$ cat config.mk
export PLATFORM = sky130hd
export DESIGN_NAME = mem_router_top
export DESIGN_NICKNAME = d
export VERILOG_FILES = /design/src/mem_map_pkg.sv /design/src/mem_router_top.sv /design/src/write_enable_decoder.sv /design/src/read_data_mux.sv /design/src/io_reg_read.sv /design/src/region_decoder.sv
export SDC_FILE = /design/constraint.sdc
export NUM_CORES = 1
export LEC_CHECK = 0
export BUFFER_PORTS_ARGS = -buffer_cell sky130_fd_sc_hd__buf_4
export CORE_AREA = 2 2 148 150
export CTS_CLUSTER_DIAMETER = 120
export CTS_CLUSTER_SIZE = 12
export DETAILED_ROUTE_END_ITERATION = 8
export DIE_AREA = 0 0 150 152
export HOLD_SLACK_MARGIN = 0.05
export MAX_ROUTING_LAYER = met4
export PLACE_DENSITY = 0.53
export SLEW_MARGIN = 30
export SYNTH_ARGS = -nofsm -noshare
export SYNTH_HDL_FRONTEND = slang
export SYNTH_SLANG_ARGS = --single-unit
$ cat constraint.sdc
create_clock -name clk4_2 -period 3.27 [get_ports clk4_2]
set_input_delay 0.327 -clock clk4_2 [delete_from_list [all_inputs] [get_ports clk4_2]]
set_output_delay 0.327 -clock clk4_2 [all_outputs]
set_load 0.005 [all_outputs]
$ cat src/mem_map_pkg.sv
package mem_map_pkg;

	localparam int ADDR_W = 16;
	localparam int DATA_W = 8;

	localparam logic [DATA_W-1:0] OPEN_BUS_DATA = 8'hFF; // unusable and unmapped reads

	localparam logic [ADDR_W-1:0] VRAM_BASE     = 16'h8000;
	localparam logic [ADDR_W-1:0] EXT_RAM_BASE  = 16'hA000;
	localparam logic [ADDR_W-1:0] WRAM0_BASE    = 16'hC000;
	localparam logic [ADDR_W-1:0] WRAMX_BASE    = 16'hD000;
	localparam logic [ADDR_W-1:0] ECHO_DELTA    = 16'h2000; // echo sits this far above work ram
	localparam logic [ADDR_W-1:0] OAM_BASE      = 16'hFE00;
	localparam logic [ADDR_W-1:0] UNUSABLE_BASE = 16'hFEA0;
	localparam logic [ADDR_W-1:0] IO_BASE       = 16'hFF00;
	localparam logic [ADDR_W-1:0] HRAM_BASE     = 16'hFF80;
	localparam logic [ADDR_W-1:0] IE_ADDR       = 16'hFFFF;

	typedef enum logic [3:0] {
		BOOT_ROM_WIN,
		CART_ROM,
		VRAM,
		EXT_RAM,
		WRAM_FIXED,
		WRAM_BANKED,
		OAM,
		UNUSABLE,
		IO,
		HRAM,
		IE
	} mem_region_e;

	// low byte of the 0xFF00 page
	typedef enum logic [7:0] {
		JOYP  = 8'h00,
		IF    = 8'h0F,
		LCDC  = 8'h40,
		STAT  = 8'h41,
		SCY   = 8'h42,
		SCX   = 8'h43,
		LY    = 8'h44,
		LYC   = 8'h45,
		WY    = 8'h4A,
		WX    = 8'h4B,
		VBK   = 8'h4F,
		BRLO  = 8'h50,
		HDMA1 = 8'h51,
		HDMA2 = 8'h52,
		HDMA3 = 8'h53,
		HDMA4 = 8'h54,
		HDMA5 = 8'h55,
		BCPS  = 8'h68,
		BCPD  = 8'h69,
		OCPS  = 8'h6A,
		OCPD  = 8'h6B,
		SVBK  = 8'h70
	} io_reg_e;

	typedef struct packed {
		logic [DATA_W-1:0] joyp;
		logic [DATA_W-1:0] int_flag; // IF
		logic [DATA_W-1:0] lcdc;
		logic [DATA_W-1:0] stat;
		logic [DATA_W-1:0] scy;
		logic [DATA_W-1:0] scx;
		logic [DATA_W-1:0] ly;
		logic [DATA_W-1:0] lyc;
		logic [DATA_W-1:0] wy;
		logic [DATA_W-1:0] wx;
		logic [DATA_W-1:0] vbk;
		logic [DATA_W-1:0] brlo;
		logic [DATA_W-1:0] hdma1;
		logic [DATA_W-1:0] hdma2;
		logic [DATA_W-1:0] hdma3;
		logic [DATA_W-1:0] hdma4;
		logic [DATA_W-1:0] hdma5;
		logic [DATA_W-1:0] bcps;
		logic [DATA_W-1:0] ocps;
		logic [DATA_W-1:0] svbk;
		logic [DATA_W-1:0] ie;
	} io_regs_t;

	typedef struct packed {
		logic [DATA_W-1:0]       boot_rom;
		logic [DATA_W-1:0]       cart_rom;
		logic [1:0][DATA_W-1:0]  vram;
		logic [3:0][DATA_W-1:0]  ext_ram;
		logic [7:0][DATA_W-1:0]  wram;
		logic [DATA_W-1:0]       oam;
		logic [DATA_W-1:0]       hram;
		logic [DATA_W-1:0]       bg_palette;
		logic [DATA_W-1:0]       obj_palette;
	} mem_rd_data_t;

	typedef struct packed {
		logic [1:0] vram;
		logic [7:0] wram;
		logic       hram;
	} mem_wr_en_t;

	// svbk bank 0 maps onto bank 1
	function automatic logic [2:0] wram_bank_sel(input logic [DATA_W-1:0] svbk);
		logic [2:0] bank;
		bank = svbk[2:0];
		return (bank == 3'd0) ? 3'd1 : bank;
	endfunction

endpackage
$ cat src/mem_router_top.sv
`timescale 1ns/1ps

module mem_router_top #(
	parameter int unsigned BOOT_ROM_LAST_PAGE = 8 // 0 for the earlier console
) (
	input  logic                           clk4_2,
	input  logic                           reset_n,
	input  logic [mem_map_pkg::ADDR_W-1:0] addr,
	input  logic                           addr_latch,
	input  logic                           mem_we,
	input  logic [1:0]                     ext_ram_bank_sel,
	input  mem_map_pkg::io_regs_t          regs,
	input  mem_map_pkg::mem_rd_data_t      rd_src,
	output logic [mem_map_pkg::DATA_W-1:0] data_out,
	output mem_map_pkg::mem_wr_en_t        wr_en,
	output logic [mem_map_pkg::ADDR_W-1:0] addr_offset
);

	// registered cpu read path
	read_data_mux #(
		.BOOT_ROM_LAST_PAGE (BOOT_ROM_LAST_PAGE)
	) read_data_mux_inst (
		.clk4_2           (clk4_2),
		.reset_n          (reset_n),
		.addr             (addr),
		.addr_latch       (addr_latch),
		.ext_ram_bank_sel (ext_ram_bank_sel),
		.regs             (regs),
		.rd_src           (rd_src),
		.data_out         (data_out)
	);

	// live address with no latency
	write_enable_decoder #(
		.BOOT_ROM_LAST_PAGE (BOOT_ROM_LAST_PAGE)
	) write_enable_decoder_inst (
		.addr        (addr),
		.mem_we      (mem_we),
		.regs        (regs),
		.wr_en       (wr_en),
		.addr_offset (addr_offset)
	);

endmodule

$ cat src/write_enable_decoder.sv
`timescale 1ns/1ps

module write_enable_decoder #(
	parameter int unsigned BOOT_ROM_LAST_PAGE = 8
) (
	input  logic [mem_map_pkg::ADDR_W-1:0] addr,
	input  logic                           mem_we,
	input  mem_map_pkg::io_regs_t          regs,
	output mem_map_pkg::mem_wr_en_t        wr_en,
	output logic [mem_map_pkg::ADDR_W-1:0] addr_offset
);

	import mem_map_pkg::*;

	mem_region_e wr_region;
	logic        in_echo;

	region_decoder #(
		.BOOT_ROM_LAST_PAGE (BOOT_ROM_LAST_PAGE)
	) region_decoder_inst (
		.addr   (addr),
		.region (wr_region),
		.offset (addr_offset)
	);

	// work ram regions above 0xDFFF can only come from the echo fold
	assign in_echo = (addr >= (WRAM0_BASE + ECHO_DELTA));

	always_comb begin
		wr_en = '0;
		if (mem_we) begin
			case (wr_region)
				VRAM: begin
					wr_en.vram[regs.vbk[0]] = 1'b1;
				end
				WRAM_FIXED: begin
					wr_en.wram[0] = !in_echo;
				end
				WRAM_BANKED: begin
					wr_en.wram[wram_bank_sel(regs.svbk)] = !in_echo;
				end
				HRAM: begin
					wr_en.hram = 1'b1;
				end
				default: begin
					wr_en = '0; // rom, cart ram, oam, io and ie are written elsewhere
				end
			endcase
		end
	end

endmodule

$ cat src/read_data_mux.sv
`timescale 1ns/1ps

module read_data_mux #(
	parameter int unsigned BOOT_ROM_LAST_PAGE = 8
) (
	input  logic                           clk4_2,
	input  logic                           reset_n,
	input  logic [mem_map_pkg::ADDR_W-1:0] addr,
	input  logic                           addr_latch,
	input  logic [1:0]                     ext_ram_bank_sel,
	input  mem_map_pkg::io_regs_t          regs,
	input  mem_map_pkg::mem_rd_data_t      rd_src,
	output logic [mem_map_pkg::DATA_W-1:0] data_out
);

	import mem_map_pkg::*;

	logic [ADDR_W-1:0] rd_addr;
	mem_region_e       rd_region;
	logic [DATA_W-1:0] io_data;

	always_ff @(posedge clk4_2 or negedge reset_n) begin
		if (!reset_n) begin
			rd_addr <= '0;
		end
		else if (addr_latch) begin
			rd_addr <= addr;
		end
	end

	region_decoder #(
		.BOOT_ROM_LAST_PAGE (BOOT_ROM_LAST_PAGE)
	) region_decoder_inst (
		.addr   (rd_addr),
		.region (rd_region),
		.offset ()
	);

	io_reg_read io_reg_read_inst (
		.reg_addr         (rd_addr[7:0]),
		.regs             (regs),
		.bg_palette_data  (rd_src.bg_palette),
		.obj_palette_data (rd_src.obj_palette),
		.io_data          (io_data)
	);

	always_comb begin
		case (rd_region)
			BOOT_ROM_WIN: begin
				// overlay until software writes brlo
				data_out = (regs.brlo == '0) ? rd_src.boot_rom : rd_src.cart_rom;
			end
			CART_ROM: begin
				data_out = rd_src.cart_rom;
			end
			VRAM: begin
				data_out = rd_src.vram[regs.vbk[0]];
			end
			EXT_RAM: begin
				data_out = rd_src.ext_ram[ext_ram_bank_sel];
			end
			WRAM_FIXED: begin
				data_out = rd_src.wram[0];
			end
			WRAM_BANKED: begin
				data_out = rd_src.wram[wram_bank_sel(regs.svbk)];
			end
			OAM: begin
				data_out = rd_src.oam;
			end
			IO: begin
				data_out = io_data;
			end
			HRAM: begin
				data_out = rd_src.hram;
			end
			IE: begin
				data_out = regs.ie;
			end
			default: begin
				data_out = OPEN_BUS_DATA; // unusable range
			end
		endcase
	end

endmodule

$ cat src/io_reg_read.sv
`timescale 1ns/1ps

module io_reg_read (
	input  logic [7:0]                     reg_addr,
	input  mem_map_pkg::io_regs_t          regs,
	input  logic [mem_map_pkg::DATA_W-1:0] bg_palette_data,
	input  logic [mem_map_pkg::DATA_W-1:0] obj_palette_data,
	output logic [mem_map_pkg::DATA_W-1:0] io_data
);

	import mem_map_pkg::*;

	always_comb begin
		case (reg_addr)
			JOYP:    io_data = regs.joyp;
			IF:      io_data = regs.int_flag;
			LCDC:    io_data = regs.lcdc;
			STAT:    io_data = regs.stat;
			SCY:     io_data = regs.scy;
			SCX:     io_data = regs.scx;
			LY:      io_data = regs.ly;
			LYC:     io_data = regs.lyc;
			WY:      io_data = regs.wy;
			WX:      io_data = regs.wx;
			VBK:     io_data = regs.vbk;
			BRLO:    io_data = regs.brlo;
			HDMA1:   io_data = regs.hdma1;
			HDMA2:   io_data = regs.hdma2;
			HDMA3:   io_data = regs.hdma3;
			HDMA4:   io_data = regs.hdma4;
			HDMA5:   io_data = regs.hdma5;
			BCPS:    io_data = regs.bcps;
			BCPD:    io_data = bg_palette_data; // palette ram behind index
			OCPS:    io_data = regs.ocps;
			OCPD:    io_data = obj_palette_data;
			SVBK:    io_data = regs.svbk;
			default: io_data = OPEN_BUS_DATA; // sound, serial, timer not routed here
		endcase
	end

endmodule

$ cat src/region_decoder.sv
`timescale 1ns/1ps

module region_decoder #(
	parameter int unsigned BOOT_ROM_LAST_PAGE = 8
) (
	input  logic [mem_map_pkg::ADDR_W-1:0] addr,
	output mem_map_pkg::mem_region_e       region,
	output logic [mem_map_pkg::ADDR_W-1:0] offset
);

	import mem_map_pkg::*;

	logic [ADDR_W-1:0] mapped;
	logic [7:0]        page;
	logic              boot_page;

	assign page = addr[ADDR_W-1:ADDR_W-8];

	// page 0x01 holds the cartridge header and is never overlaid
	assign boot_page = (page <= BOOT_ROM_LAST_PAGE) && (page != 8'h01);

	always_comb begin
		mapped = addr;
		if (addr >= (WRAM0_BASE + ECHO_DELTA) && addr < OAM_BASE) begin
			mapped = addr - ECHO_DELTA; // echo folds back onto work ram
		end
	end

	always_comb begin
		region = CART_ROM;
		offset = mapped;
		if (mapped < VRAM_BASE) begin
			region = boot_page ? BOOT_ROM_WIN : CART_ROM;
		end
		else if (mapped < EXT_RAM_BASE) begin
			region = VRAM;
			offset = mapped - VRAM_BASE;
		end
		else if (mapped < WRAM0_BASE) begin
			region = EXT_RAM;
			offset = mapped - EXT_RAM_BASE;
		end
		else if (mapped < WRAMX_BASE) begin
			region = WRAM_FIXED;
			offset = mapped - WRAM0_BASE;
		end
		else if (mapped < OAM_BASE) begin
			region = WRAM_BANKED; // only 0xD000-0xDFFF gets here after folding
			offset = mapped - WRAMX_BASE;
		end
		else if (mapped < UNUSABLE_BASE) begin
			region = OAM;
			offset = mapped - OAM_BASE;
		end
		else if (mapped < IO_BASE) begin
			region = UNUSABLE;
			offset = mapped - UNUSABLE_BASE;
		end
		else if (mapped < HRAM_BASE) begin
			region = IO; // full address passed through
		end
		else if (mapped < IE_ADDR) begin
			region = HRAM;
			offset = mapped - HRAM_BASE;
		end
		else begin
			region = IE;
			offset = '0;
		end
	end

endmodule

==> results of run 1 <==
==> worst max path at each step <==
stage / start / to / slack (ps) / cells after the start
2_1_floorplan: addr[7] / wr_en[4] / 10 / 13
3_3_place_gp: addr[13] / wr_en[4] / -320 / 16
3_5_place_dp: addr[13] / wr_en[4] / -420 / 16
4_1_cts: addr[14] / wr_en[4] / -120 / 17
5_1_grt: addr[14] / addr_offset[15] / -230 / 17
6_report: addr[14] / addr_offset[15] / -80 / 17
==> cells by family (layout without fill, tap and decap cells) <==
family | after synthesis | after routing | synth area share
AND/OR/NAND/NOR | 233 | 233 | 0.266
flip-flops | 16 | 16 | 0.0836
AO/OA/AOI/OAI | 216 | 216 | 0.320
XOR/XNOR | 3 | 3 | 0.00548
other | 0 | 16 | 0
buffers and inverters | 75 | 499 | 0.0634
multiplexers | 75 | 75 | 0.220
adder cells (fa/ha/maj) | 16 | 16 | 0.0418
==> cell type report <==
| class | count | share of cell area |
|---|---|---|
| Antenna cell | 16 | 0.00443 |
| Clock buffer | 4 | 0.00984 |
| Inverter | 23 | 0.00984 |
| Multi-Input combinational cell | 543 | 0.491 |
| Sequential cell | 16 | 0.0449 |
| Tap cell | 280 | 0.0388 |
| Timing Repair Buffer | 472 | 0.401 |
==> stage by stage <==
| stage | setup TNS [ps] | setup slack (ps) | std cells |
|---|---|---|---|
| final | -239 | -75.7 | 1354 |
| after global routing | -1630 | -230 | 1354 |
| after CTS | -470 | -116 | 1332 |
| after detailed placement | -5700 | -419 | 1325 |
| after global placement | -3590 | -319 | 1325 |
| after floorplan | 0 | 12.4 | 634 |
==> power groups by stage <==
stage	clock [µW]	sequential [µW]	combinational [µW]
3_5_place_dp	0	253	1090
3_3_place_gp	0	253	1090
4_1_cts	267	250	1110
5_1_grt	273	257	1240
6_report	262	253	1160
2_1_floorplan	0	236	476
==> layout by cell type (no fill, tap or decap), types with 7 or more instances in the layout <==
cell type	netlist	routed
inv_1	23	17
a221oi_1	9	8
nor3_1	13	13
a22o_1	19	19
and2_1	15	10
a211oi_1	11	8
nor2_1	30	26
a21oi_1	25	21
nand2_1	66	64
a22oi_1	28	28
dfrtp_1	16	12
o21ai_0	47	44
ha_1	16	9
mux2i_1	21	21
diode_2	0	16
nand3_1	28	27
a32oi_1	7	7
a31oi_1	12	8
mux4_2	21	21
mux2_2	33	33
nand3b_1	7	7
and3_1	8	7
nor4_1	15	12
buf_4	2	457
buf_6	0	11
==> worst reg2reg max path, delay by kind of cell (launching register included) <==
kind | cells | cell delay, ps
multiplexers | 1 | 260
flip-flops | 1 | 490
buffers and inverters | 1 | 200
==> what timing repair did <==
action	CTS	global route
buffers inserted	2	8
endpoints found under the setup margin	31	32
pin swaps	10	26
endpoints found under the hold margin	16	0
gates resized for setup	28	64
hold buffers	1	0
==> per-layer routing <==
layer / part of all wire / track usage / vias up
met5: 0 / - / -
met3: 0.10 / 0.0859 / 31
met2: 0.47 / 0.433 / 349
met1: 0.40 / 0.332 / 3486
met4: 0.019 / 0.0638 / 0
li1: - / - / 3388
==> flow_summary.json, run 1 <==
{
  "synth_seq_cells": 16,
  "r2r-start": "read_data_mux_inst.rd_addr[4]",
  "start_kind": "input port",
  "period_share": 1.02,
  "postRouteAntennaNets": 0,
  "slew_viol_final": 0,
  "whs_path_depth": 2,
  "tightestPinTransition_ps": 959,
  "hold_slack_ps": 454,
  "switching_share": 0.370,
  "grt-ovfl-total": 0,
  "cp_data_arrival_time_ps": 3020,
  "clkTransAtPathRegs_ps": 50,
  "die_y_um": 152,
  "max_slew_margin": 0.353,
  "cts_sinks": 16,
  "gp_congestion": 0.947,
  "cp_slowest_cell": "or3_4",
  "antenna_found_initial": 16,
  "peakVddDrop_mv": 0.131,
  "drc": 0,
  "ys_seq_area_frac": 0.0836,
  "grt_use_total": 0.271,
  "nFillCells": 2273,
  "r2r_cells": 2,
  "endpoint_kind": "primary output",
  "setup_viol": 5,
  "wirelength_um": 31600,
  "pwr-share-comb": 0.692,
  "syn_to_final_growth_pct": 88.5,
  "finalPower_uw": 1670,
  "synthArstFlopShare": 1.00,
  "cts_tree": "done",
  "yosysWarnings": 0,
  "grt_max_degree": 31,
  "hold_viol": 0,
  "ys_top_cells_by_area": "mux4_2 9.9%, dfrtp_1 8.4%, mux2_2 7.8%, nand2_1 5.2%, o21ai_0 4.9%",
  "grt_pass1_wl_um": 45300,
  "setup_ws_ps": -75.7,
  "dieArea_um2": 22800,
  "largest_reg_flops": 16,
  "initial_utilization": 0.224,
  "vias_per_cell": 5.36,
  "portBuffers": 384,
  "fin_crit_ps": 3350,
  "min_from": "addr_latch",
  "die_x_um": 150,
  "fin_area_um2": 9030,
  "status": "finished with violations",
  "reg2reg_to": "read_data_mux_inst.rd_addr[4]",
  "synth_top_area_frac": 0.0987,
  "hold_path_class": "in -> reg",
  "seqPwrFrac": 0.151,
  "reg2reg_slack_ps": 2210,
  "ctsRootBufferMaster": "clkbuf_16",
  "place_area_um2": 8430,
  "multi_input_area_um2": 4440,
  "synthDistinctLibCells": 78,
  "max-cap-violations": 0,
  "fmax_mhz": 299,
  "wire_per_inst_um": 23.4,
  "cpPeakStageDelay_ps": 420,
  "cts_buffer_depth": 2,
  "num_vias": 7254,
  "synth_area_leader_cell": "mux4_2",
  "worstPathCellList": "buf_8 > ha_4 > nor4b_4 > buf_4 > and4_4 > nor2_4 > a21oi_2 > ha_2 > and4_4 > buf_6 > nand2_4 > or3_4 > nor2_4 > a21o_1 > o21ai_1 > a31oi_1 > buf_4",
  "synth_most_common_cell": "nand2_1",
  "seq_area_um2": 405,
  "required_ps": 2940,
  "fin_util": 0.423,
  "numCtsBuffers": 3,
  "avgSynthCellArea_um2": 7.56,
  "switchingPower_uw": 620,
  "worst-path-buf-inv": 4,
  "final.setup_skew_ps": 0,
  "rows": 54,
  "first_global_vias": 7097,
  "first_pass_iters": 5,
  "h-tree-depth": 1,
  "clkPwrFrac": 0.157,
  "synth_edf_count": 0,
  "regMostFlops": "read_data_mux_inst.rd_addr",
  "synthesis.area_um2": 4790,
  "top_regs": "read_data_mux_inst.rd_addr x16",
  "power.density_nw_per_um2": 185,
  "synth_nets": 1000,
  "hold_path_end": "read_data_mux_inst.rd_addr[7]",
  "critical-path-top-delay-family": "simple AND/OR/NAND/NOR gates",
  "path_class": "in -> out",
  "syn_inst": 634,
  "drt_iter0_drc": 436,
  "p_int_uw": 1050,
  "violations": "setup timing",
  "ioPinCount": 385,
  "synth_top_flop_cell": "dfrtp_1",
  "synth_commonest_cells": "66 x nand2_1, 47 x o21ai_0, 33 x clkbuf_1, 33 x mux2_2, 30 x nor2_1",
  "clk_latency_ps": 250,
  "finalNetCount": 1425,
  "hpwlAfterDp_um": 27000,
  "path_max_fanout": 4,
  "core_area_um2": 21400,
  "p_leak_uw": 0.00409,
  "drive_above_1_share": 0.579,
  "rsz0062_at_grt": "true"
}
(Power assumes the default switching activity.)
==> run 2: changes to the inputs <==
--- a/config.mk
+++ b/config.mk
@@ -6,6 +6,7 @@
 export NUM_CORES = 1
 export LEC_CHECK = 0
 export BUFFER_PORTS_ARGS = -buffer_cell sky130_fd_sc_hd__buf_4
+export CAP_MARGIN = 20
 export CORE_AREA = 2 2 148 150
 export CTS_CLUSTER_DIAMETER = 120
 export CTS_CLUSTER_SIZE = 12
@@ -13,8 +14,9 @@
 export DIE_AREA = 0 0 150 152
 export HOLD_SLACK_MARGIN = 0.05
 export MAX_ROUTING_LAYER = met4
-export PLACE_DENSITY = 0.53
+export PLACE_DENSITY = 0.62
 export SLEW_MARGIN = 30
 export SYNTH_ARGS = -nofsm -noshare
 export SYNTH_HDL_FRONTEND = slang
+export SYNTH_HIERARCHICAL = 1
 export SYNTH_SLANG_ARGS = --single-unit
==> constraint.sdc (replaced) <==
create_clock -name clk4_2 -period 3.27 [get_ports clk4_2]
set_input_delay 0.654 -clock clk4_2 [delete_from_list [all_inputs] [get_ports clk4_2]]
set_output_delay 0.654 -clock clk4_2 [all_outputs]
set_load 0.005 [all_outputs]
==> flow_summary.json, run 2 <==
{
  "cp_common_cell": "buf_4",
  "h-tree-depth": 1,
  "wire_per_inst_um": 23.5,
  "portBuffers": 384,
  "cts_sinks": 16,
  "initial_utilization": 0.280,
  "start_kind": "flop",
  "top_regs": "read_data_mux_inst/rd_addr x16",
  "clkPwrFrac": 0.109,
  "p_int_uw": 1420,
  "tightestPinTransition_ps": 794,
  "postRouteAntennaNets": 0,
  "dieArea_um2": 22800,
  "hold_buffers": 0,
  "rows": 54,
  "slew_viol_final": 0,
  "layout_common_cells": "540 x buf_4, 46 x mux2i_1, 42 x nand2_1",
  "clkTransAtPathRegs_ps": 50,
  "ctsRootBufferMaster": "clkbuf_16",
  "vias_per_cell": 5.62,
  "synth_nets": 1107,
  "worst-path-stages": 16,
  "gp_congestion": 1.03,
  "cp_data_arrival_time_ps": 3570,
  "finalNetCount": 1633,
  "avgSynthCellArea_um2": 8.13,
  "worst-path-buf-inv": 4,
  "fin_crit_ps": 4230,
  "largest_reg_flops": 16,
  "seqPwrFrac": 0.099,
  "final.setup_skew_ps": 0,
  "fmax_mhz": 237,
  "power.density_nw_per_um2": 200,
  "syn_to_final_growth_pct": 97.3,
  "r2r-start": "read_data_mux_inst/rd_addr[2]",
  "pwr-share-comb": 0.792,
  "numCtsBuffers": 3,
  "switching_share": 0.402,
  "switchingPower_uw": 951,
  "violations": "setup timing",
  "setup_ws_ps": -957,
  "syn_inst": 736,
  "rsz0062_at_grt": "true",
  "yosysWarnings": 6,
  "grt_use_total": 0.306,
  "endpoint": "data_out[7]",
  "max-cap-violations": 0,
  "path_class": "reg -> out",
  "reg2reg_to": "read_data_mux_inst/rd_addr[2]",
  "ioPinCount": 385,
  "wirelength_um": 36200,
  "cp_slowest_cell": "dfrtp_1",
  "first_global_vias": 8614,
  "synthesis.area_um2": 5990,
  "layout_commonest_cell": "buf_4",
  "hold_path_class": "in -> async",
  "cts_buffer_depth": 2,
  "finalPower_uw": 2370,
  "reg2reg_slack_ps": 1990,
  "grt_pass1_wl_um": 51600,
  "p_leak_uw": 0.00529,
  "drive_above_1_share": 0.653,
  "worstPathCellList": "inv_1 > ha_2 > and4bb_2 > nand4_4 > mux2i_1 > or2_4 > ha_4 > buf_4 > and3_4 > buf_4 > a21oi_4 > and3b_4 > a221oi_4 > o221ai_2 > a211o_1 > buf_4",
  "setup_viol": 35,
  "status": "finished with violations",
  "drt_iter0_drc": 601,
  "path_max_fanout": 7,
  "regMostFlops": "read_data_mux_inst/rd_addr",
  "grt_max_degree": 28,
  "peakVddDrop_mv": 0.165,
  "max_slew_margin": 0.469,
  "die_x_um": 150,
  "startpoint": "read_data_mux_inst/rd_addr[10]",
  "num_vias": 8670,
  "core_area_um2": 21400,
  "dp_slack_ps": -978,
  "clk_latency_ps": 240,
  "grt-ovfl-total": 0,
  "period_share": 1.29,
  "drc": 0,
  "required_ps": 2620,
  "hold_viol": 0,
  "first_pass_iters": 6,
  "antenna_found_initial": 2,
  "cpPeakStageDelay_ps": 370,
  "die_y_um": 152,
  "r2r_cells": 3,
  "endpoint_kind": "primary output",
  "hold_slack_ps": 264,
  "critical-path-top-delay-family": "simple AND/OR/NAND/NOR gates",
  "cts_tree": "done",
  "hpwlAfterDp_um": 30100
}
==> run 2: power by group through the flow <==
stage	logic [µW]	registers [µW]	clock network [µW]
floorplan	755	254	0
global placement	1610	236	0
detailed placement	1620	238	0
CTS	1750	235	261
global route	1970	237	271
finish	1870	235	259
==> run 2: layout make-up <==
type | count | area (µm²)
Tap cell | 280 | 350
Multi-Input combinational cell | 622 | 6120
Fill cell | 2018 | 9540
Clock buffer | 4 | 88.8
Timing Repair Buffer | 588 | 4700
Antenna cell | 2 | 5.00
Inverter | 31 | 151
Sequential cell | 16 | 403
==> run 2: worst min path at each step <==
stage / cells after the start / slack (ps) / endpoint / from
2_1_floorplan: 0 / 360 / read_data_mux_inst/rd_addr[0] / reset_n
3_3_place_gp: 1 / 520 / read_data_mux_inst/rd_addr[15] / reset_n
3_5_place_dp: 1 / 520 / read_data_mux_inst/rd_addr[15] / reset_n
4_1_cts: 1 / 270 / read_data_mux_inst/rd_addr[10] / reset_n
5_1_grt: 1 / 280 / read_data_mux_inst/rd_addr[15] / reset_n
6_report: 1 / 260 / read_data_mux_inst/rd_addr[10] / reset_n
==> run 2: through the flow <==
step,area (µm²),utilization,setup TNS (ps),cells
after floorplan,6450,-,-7310,736
after global placement,10600,0.495,-21340,1501
after detailed placement,10600,0.495,-22530,1501
after CTS,11300,0.528,-21610,1524
after global routing,11800,0.553,-25490,1543
final,11800,0.553,-21700,1543
==> run 2: routing by layer <==
layer,track usage,share of wire,vias up
li1,-,-,3980
met1,0.385,0.40,4170
met2,0.482,0.46,447
met3,0.0874,0.11,73
met4,0.0746,0.032,0
met5,-,0,-
==> run 2: timing repair <==
action / CTS / global route
buffers inserted: 19 / 22
gates resized for setup: 92 / 84
pin swaps: 60 / 51
gates cloned: 1 / 0
endpoints found under the setup margin: 35 / 35
==> run 3: changes to the inputs <==
--- a/config.mk
+++ b/config.mk
@@ -20,3 +20,4 @@
 export SYNTH_HDL_FRONTEND = slang
 export SYNTH_HIERARCHICAL = 1
 export SYNTH_SLANG_ARGS = --single-unit
+export TNS_END_PERCENT = 1
==> flow_summary.json, run 3 (synthesis results as in run 2) <==
{
  "fin_crit_ps": 4210,
  "rows": 54,
  "portBuffers": 384,
  "ctsRootBufferMaster": "clkbuf_16",
  "max_slew_margin": 0.407,
  "fin_util": 0.507,
  "tightestPinTransition_ps": 877,
  "grt_use_total": 0.303,
  "numCtsBuffers": 3,
  "path_class": "reg -> out",
  "violations": "setup timing",
  "largest_reg_flops": 16,
  "clkTransAtPathRegs_ps": 50,
  "fmax_mhz": 237,
  "drt_iter0_drc": 616,
  "critical-path-top-delay-family": "simple AND/OR/NAND/NOR gates",
  "wire_per_inst_um": 23.4,
  "grt_pass1_wl_um": 51000,
  "regMostFlops": "read_data_mux_inst/rd_addr",
  "hpwlAfterDp_um": 29900,
  "start_kind": "flop",
  "final.setup_skew_ps": 0,
  "die_y_um": 152,
  "max-cap-violations": 0,
  "finalPower_uw": 2170,
  "cts_tree": "done",
  "peakVddDrop_mv": 0.177,
  "power.density_nw_per_um2": 201,
  "worst-path-buf-inv": 6,
  "cpPeakStageDelay_ps": 360,
  "drive_above_1_share": 0.600,
  "clk_latency_ps": 240,
  "period_share": 1.29,
  "final_cells": 1520,
  "layout_common_cells": "553 x buf_4, 49 x mux2i_1, 45 x nand2_1",
  "first_pass_iters": 7,
  "antenna_found_initial": 1,
  "status": "finished with violations",
  "h-tree-depth": 1,
  "cts_sinks": 16,
  "gp_congestion": 0.985,
  "cts_buffer_depth": 2,
  "die_x_um": 150,
  "hold_buffers": 0,
  "layout_commonest_cell": "buf_4",
  "postRouteAntennaNets": 0,
  "setup_viol": 35,
  "finalNetCount": 1611,
  "cp_data_arrival_time_ps": 3560,
  "cp_slowest_cell": "dfrtp_1",
  "first_global_vias": 8649,
  "hold_viol": 0,
  "worstPathCellList": "inv_1 > ha_1 > and4bb_2 > nand4_4 > nand2_1 > a21boi_4 > ha_4 > inv_2 > nor2_4 > and3_4 > a21oi_2 > nor2_2 > buf_6 > buf_8 > buf_6 > nand2b_4 > o22ai_1 > a221o_1 > a211o_1 > buf_6",
  "slew_viol_final": 0,
  "core_area_um2": 21400,
  "ioPinCount": 385,
  "grt-ovfl-total": 0,
  "hold_slack_ps": 257,
  "num_vias": 8572,
  "drc": 0,
  "grt_max_degree": 43,
  "p_leak_uw": 0.00501,
  "r2r_cells": 2,
  "worst-path-stages": 20,
  "required_ps": 2620,
  "syn_to_final_growth_pct": 80.7,
  "vias_per_cell": 5.64,
  "top_regs": "read_data_mux_inst/rd_addr x16",
  "dp_cells": 1500,
  "dieArea_um2": 22800,
  "endpoint_kind": "primary output",
  "wirelength_um": 35600,
  "setup_ws_ps": -944,
  "hold_path_class": "in -> async",
  "rsz0062_at_grt": "true",
  "path_max_fanout": 7,
  "dp_slack_ps": -915,
  "cp_common_cell": "buf_6",
  "initial_utilization": 0.280
}
[run 3: per-stage QoR]
stage / cell area (µm²) / setup TNS [ps]
detailed placement: 10200 / -25060
floorplan: 6130 / -13610
global route: 10800 / -26450
CTS: 10600 / -19760
finish: 10800 / -20910
global placement: 10200 / -24070
[run 3: routing by layer]
metal	track usage	vias to the layer above	part of all wire
met1	0.376	4026	0.39
met3	0.0745	75	0.11
li1	-	3925	-
met2	0.483	546	0.46
met5	-	-	0
met4	0.0975	0	0.035
[run 3: final cells by class]
cell class | count | area (µm²)
fillers | 2127 | 10500
multi-input cells | 622 | 5530
flip-flops and latches | 16 | 402
repair buffers | 566 | 4330
clock buffers | 4 | 88.8
inverters | 31 | 116
diodes | 1 | 2.50
well taps | 280 | 350
[run 3: worst paths after layout]
path                                                  endpoint                      startpoint  slack (ps)
worst max register to register   read_data_mux_inst/rd_addr[2]   read_data_mux_inst/rd_addr[2]        2100
max in group asynchronous        read_data_mux_inst/rd_addr[0]                         reset_n        2820
min in group clk4_2             read_data_mux_inst/rd_addr[15]  read_data_mux_inst/rd_addr[15]         570
worst min-delay path            read_data_mux_inst/rd_addr[13]                         reset_n         260
worst min register to register  read_data_mux_inst/rd_addr[15]  read_data_mux_inst/rd_addr[15]         570
worst max-delay path                               data_out[1]   read_data_mux_inst/rd_addr[9]        -940
[run 3: power by group]
group,leakage [µW],total (µW),switching [µW],internal [µW]
Sequential,0.000186,235,15.9,219
Clock,0.0000442,258,72.7,185
Combinational,0.00478,1680,780,899
Total,0.00501,2170,868,1300
[run 3: repair_timing]
action	CTS	global route
pin swaps	25	15
setup endpoints to repair	35	35
setup buffers	12	3
gates resized for setup	64	33
hold endpoints to repair	0	0
